File: src/hdl/rv_isa_pkg.sv
package rv_isa_pkg;

    // Major opcodes of the supported RV32I subset
    typedef enum logic [6:0] {
        OP_REG    = 7'b0110011,  // ADD SUB AND OR XOR SLT
        OP_IMM    = 7'b0010011,  // ADDI
        OP_LUI    = 7'b0110111,
        OP_LOAD   = 7'b0000011,  // LW
        OP_STORE  = 7'b0100011,  // SW
        OP_BRANCH = 7'b1100011,  // BEQ BNE
        OP_JAL    = 7'b1101111
    } opcode_e;

    localparam logic [2:0] F3_ADD_SUB = 3'b000;
    localparam logic [2:0] F3_SLT     = 3'b010;
    localparam logic [2:0] F3_XOR     = 3'b100;
    localparam logic [2:0] F3_OR      = 3'b110;
    localparam logic [2:0] F3_AND     = 3'b111;
    localparam logic [2:0] F3_BEQ     = 3'b000;
    localparam logic [2:0] F3_BNE     = 3'b001;
    localparam logic [2:0] F3_WORD    = 3'b010;  // LW and SW width

    localparam logic [6:0] F7_BASE = 7'b0000000;
    localparam logic [6:0] F7_SUB  = 7'b0100000;

    typedef enum logic [3:0] {
        ALU_ADD,
        ALU_SUB,
        ALU_AND,
        ALU_OR,
        ALU_XOR,
        ALU_SLT,
        ALU_PASS_B  // LUI passes the immediate through
    } alu_op_e;

    typedef struct packed {
        logic [6:0] funct7;
        logic [4:0] rs2;
        logic [4:0] rs1;
        logic [2:0] funct3;
        logic [4:0] rd;
        logic [6:0] opcode;
    } r_type_t;

    typedef struct packed {
        logic [11:0] imm_11_0;
        logic [4:0]  rs1;
        logic [2:0]  funct3;
        logic [4:0]  rd;
        logic [6:0]  opcode;
    } i_type_t;

    typedef struct packed {
        logic [6:0] imm_11_5;
        logic [4:0] rs2;
        logic [4:0] rs1;
        logic [2:0] funct3;
        logic [4:0] imm_4_0;
        logic [6:0] opcode;
    } s_type_t;

    typedef struct packed {
        logic       imm_12;
        logic [5:0] imm_10_5;
        logic [4:0] rs2;
        logic [4:0] rs1;
        logic [2:0] funct3;
        logic [3:0] imm_4_1;
        logic       imm_11;
        logic [6:0] opcode;
    } b_type_t;

    typedef struct packed {
        logic [19:0] imm_31_12;
        logic [4:0]  rd;
        logic [6:0]  opcode;
    } u_type_t;

    typedef struct packed {
        logic       imm_20;
        logic [9:0] imm_10_1;
        logic       imm_11;
        logic [7:0] imm_19_12;
        logic [4:0] rd;
        logic [6:0] opcode;
    } j_type_t;

    // One instruction word, viewed through each encoding format
    typedef union packed {
        r_type_t r;
        i_type_t i;
        s_type_t s;
        b_type_t b;
        u_type_t u;
        j_type_t j;
    } instr_u;

endpackage
File: src/hdl/cpu_bus_pkg.sv
package cpu_bus_pkg;

    import rv_isa_pkg::*;

    localparam int XLEN = 32;  // Data and address width of RV32I

    typedef enum logic [1:0] {
        RES_ALU,
        RES_MEM,
        RES_LINK  // PC+4 for JAL
    } result_src_e;

    typedef struct packed {
        logic        reg_write;
        logic        alu_src_imm;  // Operand B from immediate
        alu_op_e     alu_op;
        result_src_e result_src;
        logic        mem_read;
        logic        mem_write;
        logic        branch;
        logic        branch_ne;    // BNE rather than BEQ
        logic        jump;
    } ctrl_t;

    // Wishbone classic, master to slave
    typedef struct packed {
        logic            cyc;
        logic            stb;
        logic            we;
        logic [XLEN-1:0] adr;
        logic [XLEN-1:0] dat;
    } wb_req_t;

    // Wishbone classic, slave to master
    typedef struct packed {
        logic            ack;
        logic [XLEN-1:0] dat;
    } wb_rsp_t;

    typedef struct packed {
        logic            valid;
        logic [XLEN-1:0] pc;
        logic [4:0]      rd;
        logic [XLEN-1:0] wdata;
    } retire_t;

endpackage

File: src/hdl/fetch_unit.sv
`timescale 1ns/1ps

module fetch_unit
    import rv_isa_pkg::*;
    import cpu_bus_pkg::*;
#(
    parameter int IMEM_WORDS = 64
) (
    input  logic                          clk,
    input  logic                          reset_i,
    input  logic                          stall_i,         // Memory access still open
    input  logic                          branch_taken_i,
    input  logic                          jump_i,
    input  logic [XLEN-1:0]               imm_i,           // Branch or jump offset
    input  logic                          imem_we_i,
    input  logic [$clog2(IMEM_WORDS)-1:0] imem_addr_i,
    input  logic [XLEN-1:0]               imem_data_i,
    output logic [XLEN-1:0]               pc_o,
    output instr_u                        instr_o
);

    localparam int IDX_W = $clog2(IMEM_WORDS);

    logic [XLEN-1:0] imem [IMEM_WORDS];
    logic [XLEN-1:0] pc_q;
    logic [XLEN-1:0] next_pc;

    // Program load port, open only while the core is held in reset
    always_ff @(posedge clk) begin
        if (reset_i && imem_we_i) begin
            imem[imem_addr_i] <= imem_data_i;
        end
    end

    always_comb begin
        if (branch_taken_i || jump_i) begin
            next_pc = pc_q + imm_i;  // PC relative target
        end else begin
            next_pc = pc_q + 32'd4;
        end
    end

    always_ff @(posedge clk) begin
        if (reset_i) begin
            pc_q <= '0;
        end else if (!stall_i) begin
            pc_q <= next_pc;
        end
    end

    assign pc_o    = pc_q;
    assign instr_o = imem[pc_q[IDX_W+1:2]];  // Word addressed fetch

endmodule

File: config.mk
export PLATFORM = sky130hd
export DESIGN_NAME = fetch_unit
export DESIGN_NICKNAME = d
export VERILOG_FILES = /design/src/hdl/rv_isa_pkg.sv /design/src/hdl/cpu_bus_pkg.sv /design/src/hdl/fetch_unit.sv
export SDC_FILE = /design/constraint.sdc
export NUM_CORES = 2
export LEC_CHECK = 0
export BUFFER_PORTS_ARGS = -buffer_cell sky130_fd_sc_hd__buf_2
export CAP_MARGIN = 30
export CORE_UTILIZATION = 45
export CTS_BUF_LIST = sky130_fd_sc_hd__clkbuf_8
export CTS_CLUSTER_DIAMETER = 120
export DETAILED_ROUTE_END_ITERATION = 7
export SYNTH_ARGS = -nofsm -noshare
export SYNTH_HDL_FRONTEND = slang
export SYNTH_SLANG_ARGS = --single-unit
export TNS_END_PERCENT = 20
File: constraint.sdc
create_clock -name clk -period 7.2 [get_ports clk]
set_input_delay 1.44 -clock clk [delete_from_list [all_inputs] [get_ports clk]]
set_output_delay 1.44 -clock clk [all_outputs]
set_load 0.05 [all_outputs]
==> summary.txt <==
I/O pins: 140
Layout cells sized above 1: 34.1%
Core Area: 179000 um^2
Vias per cell: 6.01
Commonest cells post-synth: edfxtp_1 (2048), mux4_2 (652), nor2_1 (121), clkbuf_1 (102), a21oi_1 (81)
Row cnt: 155
Post-Syn Nets: 3642
Cells after Synth: 3533
Peak VDD IR: 0.131 mV
Count of port buffers added during placement: 139
Area Growth Syn to Fin: 14.1%
Setup crit start kind: flip-flop
Achievable Freq: 163 MHz
Final #Nets: 4096
Library cells used by synthesis: 71
DRC: 0
Post-Synthesis Mean Instance Area: 23.1 um^2
Status: finished, final reports clean
Nature of the critical path endpoint: output pin
Hpwl dp: 124000 um
First-pass GRT wire length: 303000 um
Placed Instances: 5980
DP Worst Slack: 2080 ps
Die area: 183000 um^2
Initial antenna violation count: 17
Tcrit/Tclk final: 85.1%
Area leader, netlist: edfxtp_1
Clock Sinks: 2086
Vias in the first global route: 40200
First-pass DRT Iterations: 5
Primary FF master, synth: edfxtp_1
Die height: 428 um
Total CTS buffers: 340
CP arrival: 4690 ps
Placer congestion estimate: 0.825
Post-CTS Resized: 0
Max H-tree Level: 5
Hold Path Class: flip-flop to flip-flop
Total negative setup slack: 0 ps
Hold buffers post-CTS: 0
Post-synth EDFFs: 2048
CP Class: flip-flop to output pin
Max-cap violation count: 0
Max transition margin: 29.5%
P_leak: 0.0289 uW
Fin. Hold Viols: 0
PD cells: 272 nW/um^2
Crit-path max FO: 46
Clk_skew: 58.2 ps
Synth top area share: 75.4%
Synthesis Warnings: 0
Initial DRC count: 4582
Clk slew on worst S/H paths: 60 ps
Largest cells by area after synthesis: edfxtp_1 (75%), mux4_2 (18%), dfxtp_1 (0.93%), nor2_1 (0.56%), a21oi_1 (0.50%)
Final Worst Setup Slack: 1070 ps
GRT Total Usage: 24.0%
Count leader, synth: edfxtp_1
Remaining global-route overflow: 0
Tmin final: 6130 ps
Root Buffer: clkbuf_8
CTS tree: built
Pin count of the biggest net entering global routing: 101
Required time worst endpoint: 5760 ps
Worst-Margin Slew: 1060 ps
Avg WL per Cell: 32.8 um
DRT antenna net count: 0
Fin. max-slew vios: 0
Final design utilization: 51.9%
RSZ-0062 raised after global routing: no
CTS Buffer Depth: 4
Final setup viols: 0
Postcts setup bufs: 0
Initial core utilization: 45.5%
Die X: 428 um
Total routed wirelength: 217000 um
Synth async-reset ratio: 0%
Register area share after synthesis: 76.3%
Final std cells w/o fill: 6602
Clock latency at the later pin of the worst-skew pair: 1040 ps
Flops & latches, synth: 2086
Post-Syn Area: 81600 um^2
Vias: 39700
through the flow:
step,cell area [um^2],hold slack (ps),power [uW]
after floorplan,81600,688,15300
after global placement,86000,497,16100
after detailed placement,86500,501,16200
after CTS,92600,508,25500
after global routing,93100,528,26200
final,93100,498,25300
placed cells by master, fill, tap and decap left out, drive strengths merged, types with 8 or more instances in the layout:
master     n
diode      8
nand3     19
edfxtp  2048
nand2     41
nor3      21
a31oi     15
buf      304
clkbuf   349
dfxtp     38
and3      11
bufinv    11
mux4     652
nand4     10
nor2     122
clkinv   139
xnor2      9
ha        32
nor2b     30
inv       95
o21ai     39
a211oi    35
a21o      16
a21oi     81
mux2i     22
xor2      11
critical path, cell delays in order (launching register included):
cell	delay, ps
dfxtp_4	770
buf_12	370
buf_12	370
mux4_2	560
mux4_2	580
mux4_2	630
buf_2	260
sequential cells by signal, indices dropped and copies added, names as in the netlist, named ones only:
signal / cells
pc_o: 32
imem: 2048
logic make-up (layout without fill, tap and decap cells):
kind of cell,after synthesis,after routing,synth area share [%]
compound gates,226,226,1.73
mux,676,676,18.3
flops,2086,2086,76.3
simple gates,293,293,1.79
buf+inv,199,905,1.13
other cells,0,8,0
fa+ha+maj,33,33,0.515
xor+xnor,20,20,0.215
final timing paths:
path,start,end,slack (ps),cells past startpoint
worst max-delay path,flip-flop,instr_o[11],1070,6
worst min-delay path,pc_o[0],pc_o[0],500,2
worst max register to register,pc_o[0],pc_o[28],3720,10
worst min register to register,pc_o[0],pc_o[0],500,2
where the power goes:
part	internal (uW)	switching, uW	leakage [uW]
registers	13400	93.9	0.0187
clock network	4880	4560	0.00344
logic	997	1410	0.00676
total	19300	6060	0.0289
metal layers:
metal  share of wire, %  GRT usage [%]  vias to the layer above
met2                 49           38.0                     1790
li1                   -              -                    16200
met4                3.3           8.87                        4
met3                8.3           5.84                      350
met5              0.013              0                        -
met1                 40           32.4                    21400
layout make-up:
cell class              instances  area [um^2]
repair buffers                304         2830
inverters                       7         26.3
flip-flops and latches       2086        62300
fillers                     14100        86100
diodes                          8         20.0
well taps                    2355         2950
clock buffers                 349         4800
clock inverters               245         1280
multi-input cells            1248        18900
Power figures use the tool's default switching activity.
