**config.mk**
```make
export PLATFORM = sky130hd
export DESIGN_NAME = data_ram
export DESIGN_NICKNAME = d
export VERILOG_FILES = /design/src/hdl/rv_isa_pkg.sv /design/src/hdl/cpu_bus_pkg.sv /design/src/hdl/data_ram.sv
export SDC_FILE = /design/constraint.sdc
export NUM_CORES = 2
export LEC_CHECK = 0
export BUFFER_PORTS_ARGS = -buffer_cell sky130_fd_sc_hd__buf_2
export CAP_MARGIN = 20
export CORE_MARGIN = 8
export CORE_UTILIZATION = 45
export DETAILED_ROUTE_END_ITERATION = 8
export HOLD_SLACK_MARGIN = 0.12
export PLACE_DENSITY = 0.61
export SLEW_MARGIN = 20
export SYNTH_ARGS = -nofsm -noshare
export SYNTH_HDL_FRONTEND = slang
export SYNTH_SLANG_ARGS = --single-unit
```
**constraint.sdc**
```tcl
create_clock -name clk -period 6.4 [get_ports clk]
set_input_delay 1.92 -clock clk [delete_from_list [all_inputs] [get_ports clk]]
set_output_delay 1.92 -clock clk [all_outputs]
set_load 0.005 [all_outputs]
```
**src/hdl/rv_isa_pkg.sv**
```systemverilog
package rv_isa_pkg;

    // Major opcodes of the supported RV32I subset
    typedef enum logic [6:0] {
        OP_REG    = 7'b0110011,  // ADD SUB AND OR XOR SLT
        OP_IMM    = 7'b0010011,  // ADDI
        OP_LUI    = 7'b0110111,
        OP_LOAD   = 7'b0000011,  // LW
        OP_STORE  = 7'b0100011,  // SW
        OP_BRANCH = 7'b1100011,  // BEQ BNE
        OP_JAL    = 7'b1101111
    } opcode_e;

    localparam logic [2:0] F3_ADD_SUB = 3'b000;
    localparam logic [2:0] F3_SLT     = 3'b010;
    localparam logic [2:0] F3_XOR     = 3'b100;
    localparam logic [2:0] F3_OR      = 3'b110;
    localparam logic [2:0] F3_AND     = 3'b111;
    localparam logic [2:0] F3_BEQ     = 3'b000;
    localparam logic [2:0] F3_BNE     = 3'b001;
    localparam logic [2:0] F3_WORD    = 3'b010;  // LW and SW width

    localparam logic [6:0] F7_BASE = 7'b0000000;
    localparam logic [6:0] F7_SUB  = 7'b0100000;

    typedef enum logic [3:0] {
        ALU_ADD,
        ALU_SUB,
        ALU_AND,
        ALU_OR,
        ALU_XOR,
        ALU_SLT,
        ALU_PASS_B  // LUI passes the immediate through
    } alu_op_e;

    typedef struct packed {
        logic [6:0] funct7;
        logic [4:0] rs2;
        logic [4:0] rs1;
        logic [2:0] funct3;
        logic [4:0] rd;
        logic [6:0] opcode;
    } r_type_t;

    typedef struct packed {
        logic [11:0] imm_11_0;
        logic [4:0]  rs1;
        logic [2:0]  funct3;
        logic [4:0]  rd;
        logic [6:0]  opcode;
    } i_type_t;

    typedef struct packed {
        logic [6:0] imm_11_5;
        logic [4:0] rs2;
        logic [4:0] rs1;
        logic [2:0] funct3;
        logic [4:0] imm_4_0;
        logic [6:0] opcode;
    } s_type_t;

    typedef struct packed {
        logic       imm_12;
        logic [5:0] imm_10_5;
        logic [4:0] rs2;
        logic [4:0] rs1;
        logic [2:0] funct3;
        logic [3:0] imm_4_1;
        logic       imm_11;
        logic [6:0] opcode;
    } b_type_t;

    typedef struct packed {
        logic [19:0] imm_31_12;
        logic [4:0]  rd;
        logic [6:0]  opcode;
    } u_type_t;

    typedef struct packed {
        logic       imm_20;
        logic [9:0] imm_10_1;
        logic       imm_11;
        logic [7:0] imm_19_12;
        logic [4:0] rd;
        logic [6:0] opcode;
    } j_type_t;

    // One instruction word, viewed through each encoding format
    typedef union packed {
        r_type_t r;
        i_type_t i;
        s_type_t s;
        b_type_t b;
        u_type_t u;
        j_type_t j;
    } instr_u;

endpackage
```
**src/hdl/cpu_bus_pkg.sv**
```systemverilog
package cpu_bus_pkg;

    import rv_isa_pkg::*;

    localparam int XLEN = 32;  // Data and address width of RV32I

    typedef enum logic [1:0] {
        RES_ALU,
        RES_MEM,
        RES_LINK  // PC+4 for JAL
    } result_src_e;

    typedef struct packed {
        logic        reg_write;
        logic        alu_src_imm;  // Operand B from immediate
        alu_op_e     alu_op;
        result_src_e result_src;
        logic        mem_read;
        logic        mem_write;
        logic        branch;
        logic        branch_ne;    // BNE rather than BEQ
        logic        jump;
    } ctrl_t;

    // Wishbone classic, master to slave
    typedef struct packed {
        logic            cyc;
        logic            stb;
        logic            we;
        logic [XLEN-1:0] adr;
        logic [XLEN-1:0] dat;
    } wb_req_t;

    // Wishbone classic, slave to master
    typedef struct packed {
        logic            ack;
        logic [XLEN-1:0] dat;
    } wb_rsp_t;

    typedef struct packed {
        logic            valid;
        logic [XLEN-1:0] pc;
        logic [4:0]      rd;
        logic [XLEN-1:0] wdata;
    } retire_t;

endpackage

```
**src/hdl/data_ram.sv**
```systemverilog
`timescale 1ns/1ps

module data_ram
    import cpu_bus_pkg::*;
#(
    parameter int DMEM_WORDS = 64
) (
    input  logic    clk,
    input  logic    reset_i,
    input  wb_req_t wb_req_i,
    output wb_rsp_t wb_rsp_o
);

    localparam int IDX_W = $clog2(DMEM_WORDS);

    logic [XLEN-1:0]  mem [DMEM_WORDS];
    logic [IDX_W-1:0] idx;
    logic             ack_q;
    logic [XLEN-1:0]  rdata_q;
    logic             access;

    assign idx = wb_req_i.adr[IDX_W+1:2];  // Word index, byte offset dropped

    // Skipping the cycle after ack makes every access a fresh request
    assign access = wb_req_i.cyc && wb_req_i.stb && !ack_q;

    always_ff @(posedge clk) begin
        if (reset_i) begin
            ack_q <= 1'b0;
        end else begin
            ack_q <= access;
        end
    end

    always_ff @(posedge clk) begin
        if (access) begin
            rdata_q <= mem[idx];
            if (wb_req_i.we) begin
                mem[idx] <= wb_req_i.dat;
            end
        end
    end

    assign wb_rsp_o.ack = ack_q;
    assign wb_rsp_o.dat = rdata_q;

endmodule

```
==> impl_metrics.env <==
export IMPL_outcome="finished clean"
export IMPL_synth_cell_types=51
export IMPL_viasPerCell=6.19
export IMPL_min_path_type="flip-flop to flip-flop"
export IMPL_vias=44400
export IMPL_fin_tns_setup_ns=0
export IMPL_max_slew_margin=0.284
export IMPL_post_cts_repair_setup_buffers=0
export IMPL_io_pins=102
export IMPL_crit_required_ns=6.91
export IMPL_htree_levels=4
export IMPL_ir_drop_mv=0.289
export IMPL_cts_buffer_depth=3
export IMPL_finalCritPeriodShare=0.743
export IMPL_cts_sink_count=2081
export IMPL_met2_usage=0.361
export IMPL_clk_pin_slew_ns=0.06
export IMPL_gr_usage_met1=0.303
export IMPL_layout_nets=4740
export IMPL_gr_total_overflow=0
export IMPL_critical_path_max_stage_delay_ns=0.95
export IMPL_globalRouteMet3Util=0.0378
export IMPL_synth_seq_cells=2081
export IMPL_cts_hold_buf=0
export IMPL_dieArea_um2=190000
export IMPL_crit_chain="buf_8 -> buf_4 -> and2_4 -> nor2b_1 -> nand2_1 -> nor2_4 -> buf_12"
export IMPL_tightest_slew_ns=1.07
export IMPL_crit_arrival_ns=5.26
export IMPL_ys_seq_area_frac=0.787
export IMPL_ys_warn_count=0
export IMPL_rows=154
export IMPL_drive_gt1_frac=0.160
export IMPL_cts_tree="built"
export IMPL_grt_max_degree=115
export IMPL_rsz0062_at_grt="no"
export IMPL_grt_antenna_before_repair=11
export IMPL_clk_latency_ns=0.83
export IMPL_clock_fmax_ghz=0.210
export IMPL_first_pass_iters=6
export IMPL_placed_area_um2=83700
export IMPL_grt_busiest_layer="met2"
export IMPL_async_flop_share=0
export IMPL_syn_area_um2=79400
export IMPL_synth_edf_count=2080
export IMPL_wl_per_cell_um=30.2
export IMPL_die_w_um=436
export IMPL_setup_viol=0
export IMPL_syn_nets=4617
export IMPL_cts_made_buffers=197
export IMPL_wirelength_mm=217
export IMPL_maxCapViolations=0
export IMPL_place_hpwl_mm=119
export IMPL_start_util=0.452
export IMPL_portBuffers=75
export IMPL_first_iter_violations=5354
export IMPL_die_h_um=436
export IMPL_grt_use_total=0.219
export IMPL_syn_inst=4548
export IMPL_ys_flop_type="edfxtp_1"
export IMPL_synth_avg_cell_area_um2=17.5
export IMPL_synthToLayoutAreaGrowth_pct=13.4
export IMPL_cp_max_fo=59
export IMPL_cts_resized=0
export IMPL_period_needed_ns=4.76
export IMPL_fin_area_um2=90000
export IMPL_gp_congestion=0.803
export IMPL_core_um2=176000
export IMPL_p_leak_nw=28.2
export IMPL_fin_worst_skew_ns=0.0296
export IMPL_path_class="primary input to flip-flop"
export IMPL_drcViolationCount=0
export IMPL_cp_start_kind="primary input"
export IMPL_crit_slowest_cell="nor2_4"
export IMPL_ant_nets=0
export IMPL_clock_root_buffer="clkbuf_16"
export IMPL_endpoint_kind="flip-flop"
export IMPL_hold_viol=0
export IMPL_slew_viol_final=0
export IMPL_cellPowerDensity_nw_per_um2=310
export IMPL_grt_pass1_vias=43100
export IMPL_grt_pass1_wl_mm=310
[logic make-up (layout without fill, tap and decap cells)]
family,after synthesis,in the layout,synth area share
and+or+nand+nor,362,362,0.0212
muxes,362,362,0.0496
other,0,7,0
DFF,2081,2081,0.787
AOI/OAI and AO/OA,1398,1398,0.123
buffers and inverters,345,630,0.0199
[routing by layer]
layer,wire [um],part of all wire
met1,88200,0.41
met2,106000,0.49
met3,17600,0.081
met4,5380,0.025
met5,19,0.000088
[sequential cells by signal (all words and copies together), names as in the netlist]
| register | count |
|---|---|
| ack_q | 1 |
| rdata_q | 32 |
| mem | 2048 |
[cells in the final DEF, fill, tap and decap left out, types with 7 or more instances in the layout]
cell / synthesis / routed
mux2_1: 13 / 13
clkinv_2: 0 / 36
a221oi_1: 245 / 245
a221o_1: 28 / 28
a21oi_1: 321 / 321
or4_1: 16 / 16
o211ai_1: 29 / 29
mux2i_1: 205 / 205
nor2b_1: 36 / 30
nor3_1: 10 / 9
diode_2: 0 / 7
nand2_1: 73 / 72
a21o_1: 14 / 14
and3_1: 18 / 18
edfxtp_1: 2080 / 2080
o2111ai_1: 17 / 17
a211o_1: 14 / 14
buf_2: 101 / 66
o21ai_0: 178 / 178
a22oi_1: 320 / 320
nor2_4: 0 / 69
bufinv_16: 0 / 16
nand4_1: 15 / 15
mux2_2: 133 / 133
a211oi_1: 22 / 22
mux4_2: 10 / 10
a22o_1: 103 / 103
nor2_1: 167 / 97
o22ai_1: 81 / 81
buf_12: 0 / 43
clkinv_1: 0 / 47
buf_4: 20 / 156
clkbuf_1: 177 / 46
o2bb2ai_1: 14 / 14
clkbuf_16: 0 / 204
[synthesized netlist by cell type, types with 15 or more instances]
library cell,number,area share
buf_1,35,0.0017
or4_1,16,0.0015
mux2i_1,205,0.026
nor2b_1,36,0.0028
a22o_1,103,0.011
mux2_2,133,0.019
clkbuf_1,177,0.0084
o211ai_1,29,0.0027
edfxtp_1,2080,0.79
nand4_1,15,0.0012
buf_2,101,0.0064
o21ai_0,178,0.011
buf_4,20,0.0019
o22ai_1,81,0.0064
a211oi_1,22,0.0021
nor2_1,167,0.0079
a221oi_1,245,0.027
a21oi_1,321,0.020
a22oi_1,320,0.030
a221o_1,28,0.0035
and3_1,18,0.0014
o2111ai_1,17,0.0019
nand2_1,73,0.0035
[layout make-up]
type / count / area, um^2
timing repair buffer: 268 / 2410
fill: 14100 / 85700
tap: 2340 / 2930
multi-input combinational: 2122 / 15900
antenna: 7 / 17.5
inverter: 1 / 6.26
clock buffer: 250 / 5280
sequential: 2081 / 62500
clock inverter: 111 / 972
[per-stage QoR]
stage	utilization	setup slack, ns	hold WS [ns]	total power [mW]	std cells
4_1_cts	0.512	1.80	0.508	28.0	7173
5_1_grt	0.512	1.66	0.526	28.6	7177
3_3_place_gp	0.476	0.968	0.484	16.7	6812
2_1_floorplan	-	0.580	0.422	16.1	4548
3_5_place_dp	0.476	0.905	0.500	16.8	6812
6_report	0.512	1.64	0.508	27.9	7180
[path summary, 6_finish.rpt]
| check | cells after the start | endpoint | startpoint | slack, ns |
|---|---|---|---|---|
| max reg2reg | 5 | mem[27][27] | ack_q | 2.94 |
| min | 1 | ack_q | ack_q | 0.51 |
| max | 7 | mem[27][27] | wb_req_i[35] | 1.64 |
| min reg2reg | 1 | ack_q | ack_q | 0.51 |
[power breakdown]
group	switching (mW)	leakage (nW)	internal (mW)
combinational	1.03	6.47	0.405
sequential	0.0104	18.7	15.0
clock	4.95	3.06	6.46
total	5.98	28.2	21.9
[worst max-delay path, delay by kind of cell]
family                 cells  cell delay, ns
and+or+nand+nor            4            2.12
buffers and inverters      3            1.06
Power figures use the tool's default switching activity.
