==> src/hdl/rv_isa_pkg.sv <==
package rv_isa_pkg;

    // Major opcodes of the supported RV32I subset
    typedef enum logic [6:0] {
        OP_REG    = 7'b0110011,  // ADD SUB AND OR XOR SLT
        OP_IMM    = 7'b0010011,  // ADDI
        OP_LUI    = 7'b0110111,
        OP_LOAD   = 7'b0000011,  // LW
        OP_STORE  = 7'b0100011,  // SW
        OP_BRANCH = 7'b1100011,  // BEQ BNE
        OP_JAL    = 7'b1101111
    } opcode_e;

    localparam logic [2:0] F3_ADD_SUB = 3'b000;
    localparam logic [2:0] F3_SLT     = 3'b010;
    localparam logic [2:0] F3_XOR     = 3'b100;
    localparam logic [2:0] F3_OR      = 3'b110;
    localparam logic [2:0] F3_AND     = 3'b111;
    localparam logic [2:0] F3_BEQ     = 3'b000;
    localparam logic [2:0] F3_BNE     = 3'b001;
    localparam logic [2:0] F3_WORD    = 3'b010;  // LW and SW width

    localparam logic [6:0] F7_BASE = 7'b0000000;
    localparam logic [6:0] F7_SUB  = 7'b0100000;

    typedef enum logic [3:0] {
        ALU_ADD,
        ALU_SUB,
        ALU_AND,
        ALU_OR,
        ALU_XOR,
        ALU_SLT,
        ALU_PASS_B  // LUI passes the immediate through
    } alu_op_e;

    typedef struct packed {
        logic [6:0] funct7;
        logic [4:0] rs2;
        logic [4:0] rs1;
        logic [2:0] funct3;
        logic [4:0] rd;
        logic [6:0] opcode;
    } r_type_t;

    typedef struct packed {
        logic [11:0] imm_11_0;
        logic [4:0]  rs1;
        logic [2:0]  funct3;
        logic [4:0]  rd;
        logic [6:0]  opcode;
    } i_type_t;

    typedef struct packed {
        logic [6:0] imm_11_5;
        logic [4:0] rs2;
        logic [4:0] rs1;
        logic [2:0] funct3;
        logic [4:0] imm_4_0;
        logic [6:0] opcode;
    } s_type_t;

    typedef struct packed {
        logic       imm_12;
        logic [5:0] imm_10_5;
        logic [4:0] rs2;
        logic [4:0] rs1;
        logic [2:0] funct3;
        logic [3:0] imm_4_1;
        logic       imm_11;
        logic [6:0] opcode;
    } b_type_t;

    typedef struct packed {
        logic [19:0] imm_31_12;
        logic [4:0]  rd;
        logic [6:0]  opcode;
    } u_type_t;

    typedef struct packed {
        logic       imm_20;
        logic [9:0] imm_10_1;
        logic       imm_11;
        logic [7:0] imm_19_12;
        logic [4:0] rd;
        logic [6:0] opcode;
    } j_type_t;

    // One instruction word, viewed through each encoding format
    typedef union packed {
        r_type_t r;
        i_type_t i;
        s_type_t s;
        b_type_t b;
        u_type_t u;
        j_type_t j;
    } instr_u;

endpackage
==> src/hdl/cpu_bus_pkg.sv <==
package cpu_bus_pkg;

    import rv_isa_pkg::*;

    localparam int XLEN = 32;  // Data and address width of RV32I

    typedef enum logic [1:0] {
        RES_ALU,
        RES_MEM,
        RES_LINK  // PC+4 for JAL
    } result_src_e;

    typedef struct packed {
        logic        reg_write;
        logic        alu_src_imm;  // Operand B from immediate
        alu_op_e     alu_op;
        result_src_e result_src;
        logic        mem_read;
        logic        mem_write;
        logic        branch;
        logic        branch_ne;    // BNE rather than BEQ
        logic        jump;
    } ctrl_t;

    // Wishbone classic, master to slave
    typedef struct packed {
        logic            cyc;
        logic            stb;
        logic            we;
        logic [XLEN-1:0] adr;
        logic [XLEN-1:0] dat;
    } wb_req_t;

    // Wishbone classic, slave to master
    typedef struct packed {
        logic            ack;
        logic [XLEN-1:0] dat;
    } wb_rsp_t;

    typedef struct packed {
        logic            valid;
        logic [XLEN-1:0] pc;
        logic [4:0]      rd;
        logic [XLEN-1:0] wdata;
    } retire_t;

endpackage

==> src/hdl/decoder.sv <==
`timescale 1ns/1ps

module decoder
    import rv_isa_pkg::*;
    import cpu_bus_pkg::*;
(
    input  instr_u          instr_i,
    output ctrl_t           ctrl_o,
    output logic [XLEN-1:0] imm_o
);

    logic [XLEN-1:0] imm_i_type;
    logic [XLEN-1:0] imm_s_type;
    logic [XLEN-1:0] imm_b_type;
    logic [XLEN-1:0] imm_u_type;
    logic [XLEN-1:0] imm_j_type;

    // Each immediate read through the format view that owns it
    assign imm_i_type = {{20{instr_i.i.imm_11_0[11]}}, instr_i.i.imm_11_0};
    assign imm_s_type = {{20{instr_i.s.imm_11_5[6]}}, instr_i.s.imm_11_5, instr_i.s.imm_4_0};
    assign imm_b_type = {{19{instr_i.b.imm_12}}, instr_i.b.imm_12, instr_i.b.imm_11,
                         instr_i.b.imm_10_5, instr_i.b.imm_4_1, 1'b0};
    assign imm_u_type = {instr_i.u.imm_31_12, 12'b0};
    assign imm_j_type = {{11{instr_i.j.imm_20}}, instr_i.j.imm_20, instr_i.j.imm_19_12,
                         instr_i.j.imm_11, instr_i.j.imm_10_1, 1'b0};

    always_comb begin
        ctrl_o            = '0;  // Unknown encodings fall through as no-ops
        ctrl_o.alu_op     = ALU_ADD;
        ctrl_o.result_src = RES_ALU;
        imm_o             = '0;

        case (instr_i.r.opcode)
            OP_REG: begin
                ctrl_o.reg_write = 1'b1;
                case (instr_i.r.funct3)
                    F3_ADD_SUB: begin
                        if (instr_i.r.funct7 == F7_SUB) begin
                            ctrl_o.alu_op = ALU_SUB;
                        end else if (instr_i.r.funct7 != F7_BASE) begin
                            ctrl_o.reg_write = 1'b0;
                        end
                    end
                    F3_SLT:  ctrl_o.alu_op = ALU_SLT;
                    F3_XOR:  ctrl_o.alu_op = ALU_XOR;
                    F3_OR:   ctrl_o.alu_op = ALU_OR;
                    F3_AND:  ctrl_o.alu_op = ALU_AND;
                    default: ctrl_o.reg_write = 1'b0;  // Shifts and SLTU not supported
                endcase
            end
            OP_IMM: begin
                imm_o = imm_i_type;
                if (instr_i.i.funct3 == F3_ADD_SUB) begin  // ADDI only
                    ctrl_o.reg_write   = 1'b1;
                    ctrl_o.alu_src_imm = 1'b1;
                end
            end
            OP_LUI: begin
                imm_o              = imm_u_type;
                ctrl_o.reg_write   = 1'b1;
                ctrl_o.alu_src_imm = 1'b1;
                ctrl_o.alu_op      = ALU_PASS_B;
            end
            OP_LOAD: begin
                imm_o = imm_i_type;
                if (instr_i.i.funct3 == F3_WORD) begin
                    ctrl_o.reg_write   = 1'b1;
                    ctrl_o.alu_src_imm = 1'b1;
                    ctrl_o.mem_read    = 1'b1;
                    ctrl_o.result_src  = RES_MEM;
                end
            end
            OP_STORE: begin
                imm_o = imm_s_type;
                if (instr_i.s.funct3 == F3_WORD) begin
                    ctrl_o.alu_src_imm = 1'b1;
                    ctrl_o.mem_write   = 1'b1;
                end
            end
            OP_BRANCH: begin
                imm_o = imm_b_type;
                if (instr_i.b.funct3 == F3_BEQ || instr_i.b.funct3 == F3_BNE) begin
                    ctrl_o.branch    = 1'b1;
                    ctrl_o.branch_ne = (instr_i.b.funct3 == F3_BNE);
                end
            end
            OP_JAL: begin
                imm_o             = imm_j_type;
                ctrl_o.reg_write  = 1'b1;
                ctrl_o.jump       = 1'b1;
                ctrl_o.result_src = RES_LINK;
            end
            default: ;
        endcase
    end

endmodule

==> config.mk <==
export PLATFORM = sky130hd
export DESIGN_NAME = decoder
export DESIGN_NICKNAME = d
export VERILOG_FILES = /design/src/hdl/rv_isa_pkg.sv /design/src/hdl/cpu_bus_pkg.sv /design/src/hdl/decoder.sv
export SDC_FILE = /design/constraint.sdc
export NUM_CORES = 1
export LEC_CHECK = 0
export ABC_AREA = 1
export BUFFER_PORTS_ARGS = -buffer_cell sky130_fd_sc_hd__buf_2
export CORE_UTILIZATION = 30
export DETAILED_ROUTE_END_ITERATION = 8
export GPL_TIMING_DRIVEN = 0
export PLACE_DENSITY = 0.73
export SKIP_LAST_GASP = 1
export SYNTH_ARGS = -nofsm -noshare
export SYNTH_HDL_FRONTEND = slang
export SYNTH_SLANG_ARGS = --single-unit
==> constraint.sdc <==
create_clock -name vclk -period 1.9
set_input_delay 0.475 -clock vclk [all_inputs]
set_output_delay 0.475 -clock vclk [all_outputs]
set_load 0.05 [all_outputs]
==> results of run 1 <==
## where the power goes
part	switching, mW	internal (mW)	leakage [nW]
Clock	0	0	0
Combinational	0.187	0.111	1.15
Sequential	0	0	0
## cells in the mapped netlist
cell type,number
nand2_1,58
nand3_1,17
nand2_2,14
inv_1,13
nor2_1,13
inv_2,7
nor4_1,4
nand3_2,2
nor2_2,2
nor3_1,2
o21ai_1,2
a21boi_0,1
a21oi_1,1
buf_2,1
buf_4,1
buf_6,1
conb_1,1
nand3_4,1
nand4_2,1
nor2_4,1
nor3_2,1
o21ai_0,1
o21bai_1,1
## worst min-delay path: cells and delay by family
| kind | cells | cell delay [ps] |
|---|---|---|
| AND/OR/NAND/NOR | 1 | 50 |
| buffers and inverters | 2 | 250 |
## cell usage in the layout, fill, tap and decap left out, drive strengths merged, types with 3 or more instances in the layout
cell type  instances
buf               96
inv               20
nand2             73
nand3             20
nor2              16
nor3               3
nor4               4
o21ai              3
## stage by stage
stage                     cell area [um^2]  instances  worst slack (ps)
after floorplan                        820        146             -81.3
after global placement                1230        250              -346
after detailed placement              1230        250              -329
after CTS                             1880        265             -52.6
after global routing                  2090        268              -217
final                                 2090        268              -175
## metal layers
layer	part of all wire [%]	vias to the layer above
li1	-	654
met1	32	720
met2	50	143
met3	11	44
met4	7.1	0
met5	0	-
## repair_timing
item                                    in CTS  in global routing
gates cloned                                 3                  0
endpoints found under the setup margin      41                 42
setup buffers                               12                  3
gates resized for setup                    155                 53
pin swaps                                   14                 18
## final cells by class
| cell class | count | area [um^2] | area share (%) |
|---|---|---|---|
| multi-input cells | 124 | 985 | 47.1 |
| repair buffers | 93 | 935 | 44.7 |
| inverters | 20 | 103 | 4.91 |
| well taps | 28 | 35.0 | 1.68 |
| plain buffers | 3 | 33.8 | 1.62 |
## final timing paths
| path | to | slack (ps) |
|---|---|---|
| min | ctrl_o[4] | 1250 |
| max | imm_o[31] | -180 |
## cells by family (layout without fill, tap and decap cells)
| kind of cell | after synthesis | after routing |
|---|---|---|
| AND/OR/NAND/NOR | 116 | 117 |
| AO/OA/AOI/OAI | 6 | 6 |
| buffers and inverters | 23 | 116 |
| other | 1 | 1 |
==> impl_metrics.json, run 1 <==
{
  "status": "complete, but fails checks",
  "violations": "setup timing",
  "p_leak_nw": 1.15,
  "crit_type": "in2out",
  "ant_nets": 0,
  "period_minus_slack_ps": 2080,
  "grt-ovfl-total": 0,
  "hp-start": "instr_i[4]",
  "synth-compound-area-share_pct": 5.04,
  "synthMuxAreaShare_pct": 0,
  "num_vias": 1561,
  "worstPathBufferInverterCount": 4,
  "whs_ps": 1250,
  "nClkBuffers": 0,
  "cpPeakStageDelay_ps": 170,
  "min_path_cells": 3,
  "dp_hpwl_mm": 1.98,
  "grt_util_met2_pct": 64.7,
  "fp.dieW_um": 50.2,
  "detail_route.iter0.violations": 59,
  "synth_top_area_share_pct": 31.3,
  "drive_gt1_share_pct": 77.1,
  "cap_viol_max_count": 0,
  "path_cells": "buf_12, inv_6, nand2_4, nor2_4, nand2_4, nand3_4, buf_8, nor2_4, nor2_2, buf_6",
  "fin_crit_sh_pct": 109,
  "setup_ws_ps": -175,
  "synth_nets": 178,
  "gr-usage-met1_pct": 33.0,
  "regArea_um2": 0,
  "port-buffer-count": 76,
  "hold_viol": 0,
  "synthXorXnorAreaFrac_pct": 0,
  "setup_tns_ps": -4340,
  "synth_top_family_by_area": "simple AND/OR/NAND/NOR gates",
  "fp.dieArea_um2": 2520,
  "final_core_util_pct": 95.4,
  "viasPerCell": 5.82,
  "post_drt_wl_per_cell_um": 20.3,
  "cp_data_required_time_ps": 1420,
  "fill_cells": 52,
  "yosysWarnings": 0,
  "synth_top_area_cell": "nand2_1",
  "rows": 17,
  "critPathMaxFanout": 7,
  "coreArea_um2": 2190,
  "setup.worst_path.start": "instr_i[4]",
  "critPathSlowestCell": "buf_6",
  "hold_path.class": "in2out",
  "startpoint_type": "primary input",
  "crit_cells": 10,
  "max_freq_mhz": 482,
  "vdd_drop_max_uv": 144,
  "synthAdderAreaFrac_pct": 0,
  "drc": 0,
  "power_mw": 0.298,
  "cts_hold_buf": 0,
  "synth_area_um2": 696,
  "slew_violations": 0,
  "die_h_um": 50.2,
  "firstDrtPassIters": 5,
  "met3_usage_pct": 6.06,
  "rsz0062_at_grt": "true",
  "yosysSeqAreaShare_pct": 0,
  "syn_inst": 146,
  "pin_count": 77,
  "setup_viol": 38,
  "grt_pass1_wl_mm": 6.42,
  "start_util_pct": 31.8,
  "busiest_layer": "met2",
  "area_delta_synth_final_pct": 201,
  "grtUsageTotal_pct": 33.0,
  "fin_nets": 274,
  "power_per_cell_area_nw_per_um2": 142,
  "synthDistinctLibCells": 23,
  "antenna_found_initial": 1,
  "synth-simple-area-share_pct": 80.2,
  "grt_pass1_vias": 1378,
  "design.seq.count": 0,
  "gp_congestion": 0.778,
  "antenna_cells": 0,
  "grt_max_degree": 11,
  "syn_area_per_cell_um2": 4.76,
  "synth_area_leaders": "nand2_1, nand2_2, nand3_1",
  "crit_path_end_kind": "output pin",
  "critical_path_arrival_ps": 1600,
  "detail_route.wirelength_mm": 5.45,
  "cp_top_family": "simple AND/OR/NAND/NOR gates"
}
Power figures use the tool's default switching activity.
==> inputs of run 2 (changes only) <==
--- a/config.mk
+++ b/config.mk
@@ -10,7 +10,7 @@
 export CORE_UTILIZATION = 30
 export DETAILED_ROUTE_END_ITERATION = 8
 export GPL_TIMING_DRIVEN = 0
-export PLACE_DENSITY = 0.73
+export PLACE_DENSITY = 0.83
 export SKIP_LAST_GASP = 1
 export SYNTH_ARGS = -nofsm -noshare
 export SYNTH_HDL_FRONTEND = slang
==> impl_metrics.json, run 2 <==
{
  "status": "aborted with a tool error",
  "lastStage": "5_1_grt",
  "error": "[ERROR DPL-0038] Utilization greater than 100%, impossible to legalize",
  "cts_hold_buf": 0,
  "crit_endpoint": "imm_o[17]",
  "rows": 17,
  "synth_nets": 178,
  "synth-simple-area-share_pct": 80.2,
  "synthDistinctLibCells": 23,
  "synthMuxAreaShare_pct": 0,
  "grt_max_degree": 11,
  "die_h_um": 50.2,
  "synthXorXnorAreaFrac_pct": 0,
  "synth-compound-area-share_pct": 5.04,
  "syn_inst": 146,
  "synth_top_area_share_pct": 31.3,
  "synth_area_leaders": "nand2_1, nand2_2, nand3_1",
  "syn_area_per_cell_um2": 4.76,
  "gp_congestion": 0.853,
  "fp.dieW_um": 50.2,
  "synth_top_area_cell": "nand2_1",
  "synth_top_family_by_area": "simple AND/OR/NAND/NOR gates",
  "start_util_pct": 31.8,
  "pin_count": 77,
  "synthAdderAreaFrac_pct": 0,
  "synthMostInstantiatedCell": "nand2_1",
  "place_ws_ps": -320,
  "port-buffer-count": 76,
  "yosysWarnings": 0,
  "dp_hpwl_mm": 2.00,
  "yosysSeqAreaShare_pct": 0,
  "worstEndpointType": "primary output",
  "netlist_top_cells_count": "nand2_1, nand3_1, nand2_2, inv_1, nor2_1",
  "synth_area_um2": 696
}
-- run 2: cell counts after synthesis --
Identical to the previous run, type by type.
-- run 2: timing repair --
item,4_1_cts
gates resized for setup,151
gates cloned,3
endpoints found under the hold margin,0
endpoints found under the setup margin,41
buffers inserted,12
pin swaps,17
-- run 2: cell families after synthesis --
family | Yosys count
AO/OA/AOI/OAI | 6
AND/OR/NAND/NOR | 116
other | 1
buffers and inverters | 23
-- run 2: through the flow --
stage	hold WS, ps	util, %	cell area, um^2	std cells
after detailed placement	1340	56.4	1230	250
after global placement	1330	56.4	1230	250
after CTS	1250	86.2	1890	265
after floorplan	1010	-	820	146
==> inputs of run 3 (changes only) <==
--- a/config.mk
+++ b/config.mk
@@ -7,10 +7,11 @@
 export LEC_CHECK = 0
 export ABC_AREA = 1
 export BUFFER_PORTS_ARGS = -buffer_cell sky130_fd_sc_hd__buf_2
-export CORE_UTILIZATION = 30
+export CORE_AREA = 2 2 63 65
 export DETAILED_ROUTE_END_ITERATION = 8
+export DIE_AREA = 0 0 65 67
 export GPL_TIMING_DRIVEN = 0
-export PLACE_DENSITY = 0.83
+export PLACE_DENSITY_LB_ADDON = 0.15
 export SKIP_LAST_GASP = 1
 export SYNTH_ARGS = -nofsm -noshare
 export SYNTH_HDL_FRONTEND = slang
==> impl_metrics.json, run 3 (synthesized netlist as in run 1, its figures left out) <==
{
  "status": "complete, but fails checks",
  "violations": "setup timing",
  "firstDrtPassIters": 4,
  "multi_input_area_um2": 988,
  "min_path_cells": 3,
  "fin_nets": 278,
  "max_freq_mhz": 495,
  "crit_path_end_kind": "output pin",
  "nClkBuffers": 0,
  "startpoint_type": "primary input",
  "drive_gt1_share_pct": 79.1,
  "hold_viol": 0,
  "cap_viol_max_count": 0,
  "coreArea_um2": 3610,
  "critPathSlowestCell": "nor2_4",
  "setup.worst_path.start": "instr_i[6]",
  "start_util_pct": 19.3,
  "final_cells": 292,
  "crit_type": "in2out",
  "hold_path.class": "in2out",
  "power_mw": 0.291,
  "detail_route.wirelength_mm": 3.78,
  "cpPeakStageDelay_ps": 150,
  "place_area_um2": 1260,
  "die_h_um": 67,
  "design.seq.count": 0,
  "setup_tns_ps": -2590,
  "period_minus_slack_ps": 2020,
  "antenna_cells": 0,
  "power_per_cell_area_nw_per_um2": 134,
  "final_common_cell": "buf_2",
  "num_vias": 1312,
  "fp.dieW_um": 65,
  "port-buffer-count": 76,
  "detail_route.iter0.violations": 17,
  "vdd_drop_max_uv": 75.0,
  "crit_end": "imm_o[26]",
  "grt_pass1_vias": 1203,
  "grt_max_degree": 11,
  "cts_hold_buf": 0,
  "area_delta_synth_final_pct": 213,
  "ant_nets": 0,
  "placed_cells_incl_taps": 270,
  "setup_viol": 33,
  "post_drt_wl_per_cell_um": 12.9,
  "fill_cells": 320,
  "path_cells": "buf_12, inv_6, buf_12, nor2_4, nand2_4, nand3_4, nand2_2, buf_8, nand2_2, buf_8",
  "fin_area_um2": 2180,
  "slew_violations": 0,
  "setup_ws_ps": -119,
  "grt_pass1_wl_mm": 5.29,
  "final_cell_mix": "buf_2, nand2_1, nand2_2, buf_6, buf_8",
  "p_leak_nw": 1.18,
  "critPathMaxFanout": 10,
  "cp_data_required_time_ps": 1420,
  "critical_path_arrival_ps": 1540,
  "gp_congestion": 0.767,
  "viasPerCell": 4.49,
  "fin_crit_sh_pct": 106,
  "fp.dieArea_um2": 4360,
  "pin_count": 77,
  "rsz0062_at_grt": "true",
  "dp_hpwl_mm": 2.30,
  "rows": 22,
  "antenna_found_initial": 0,
  "grt-ovfl-total": 0,
  "drc": 0,
  "regArea_um2": 0,
  "grtUsageTotal_pct": 14.6
}
run 3: per-layer routing:
metal,vias to the layer above,part of all wire [%],GRT usage (%)
met5,-,0,0
met4,0,0.98,0
met3,4,7.2,2.20
met2,57,53,29.0
met1,592,39,17.3
li1,659,-,-
run 3: worst min path at each step:
stage          slack (ps)         from        end
2_1_floorplan        1010   instr_i[4]  ctrl_o[5]
3_3_place_gp         1340  instr_i[16]  imm_o[16]
3_5_place_dp         1340  instr_i[17]  imm_o[17]
4_1_cts              1230   instr_i[4]  ctrl_o[5]
5_1_grt              1250   instr_i[4]  ctrl_o[4]
6_report             1250   instr_i[4]  ctrl_o[5]
run 3: critical path: cells and delay by family:
kind / cells / cell delay, ps
simple gates: 5 / 510
buf+inv: 5 / 560
run 3: area by class of cell:
class                      instances  area share (%)
tap                               48            2.75
multi-input combinational        124            45.3
timing repair buffer              97            45.2
buffer                             3            1.55
inverter                          20            5.16
run 3: report_power, final:
group | internal (mW) | total (mW) | switching, mW
combinational | 0.118 | 0.291 | 0.173
clock | 0 | 0 | 0
sequential | 0 | 0 | 0
run 3: repair_timing:
action,in CTS,in global routing
pin swaps,8,13
setup buffers,9,11
gates resized for setup,123,97
endpoints found under the hold margin,0,0
cloned,2,0
setup endpoints to repair,42,42
run 3: metrics by stage:
stage	hold WS, ps	setup slack, ps	util (%)
2_1_floorplan	1010	-81.3	-
3_3_place_gp	1340	-384	34.9
3_5_place_dp	1340	-362	34.9
4_1_cts	1230	-101	47.8
5_1_grt	1250	-163	60.5
6_report	1250	-119	60.5
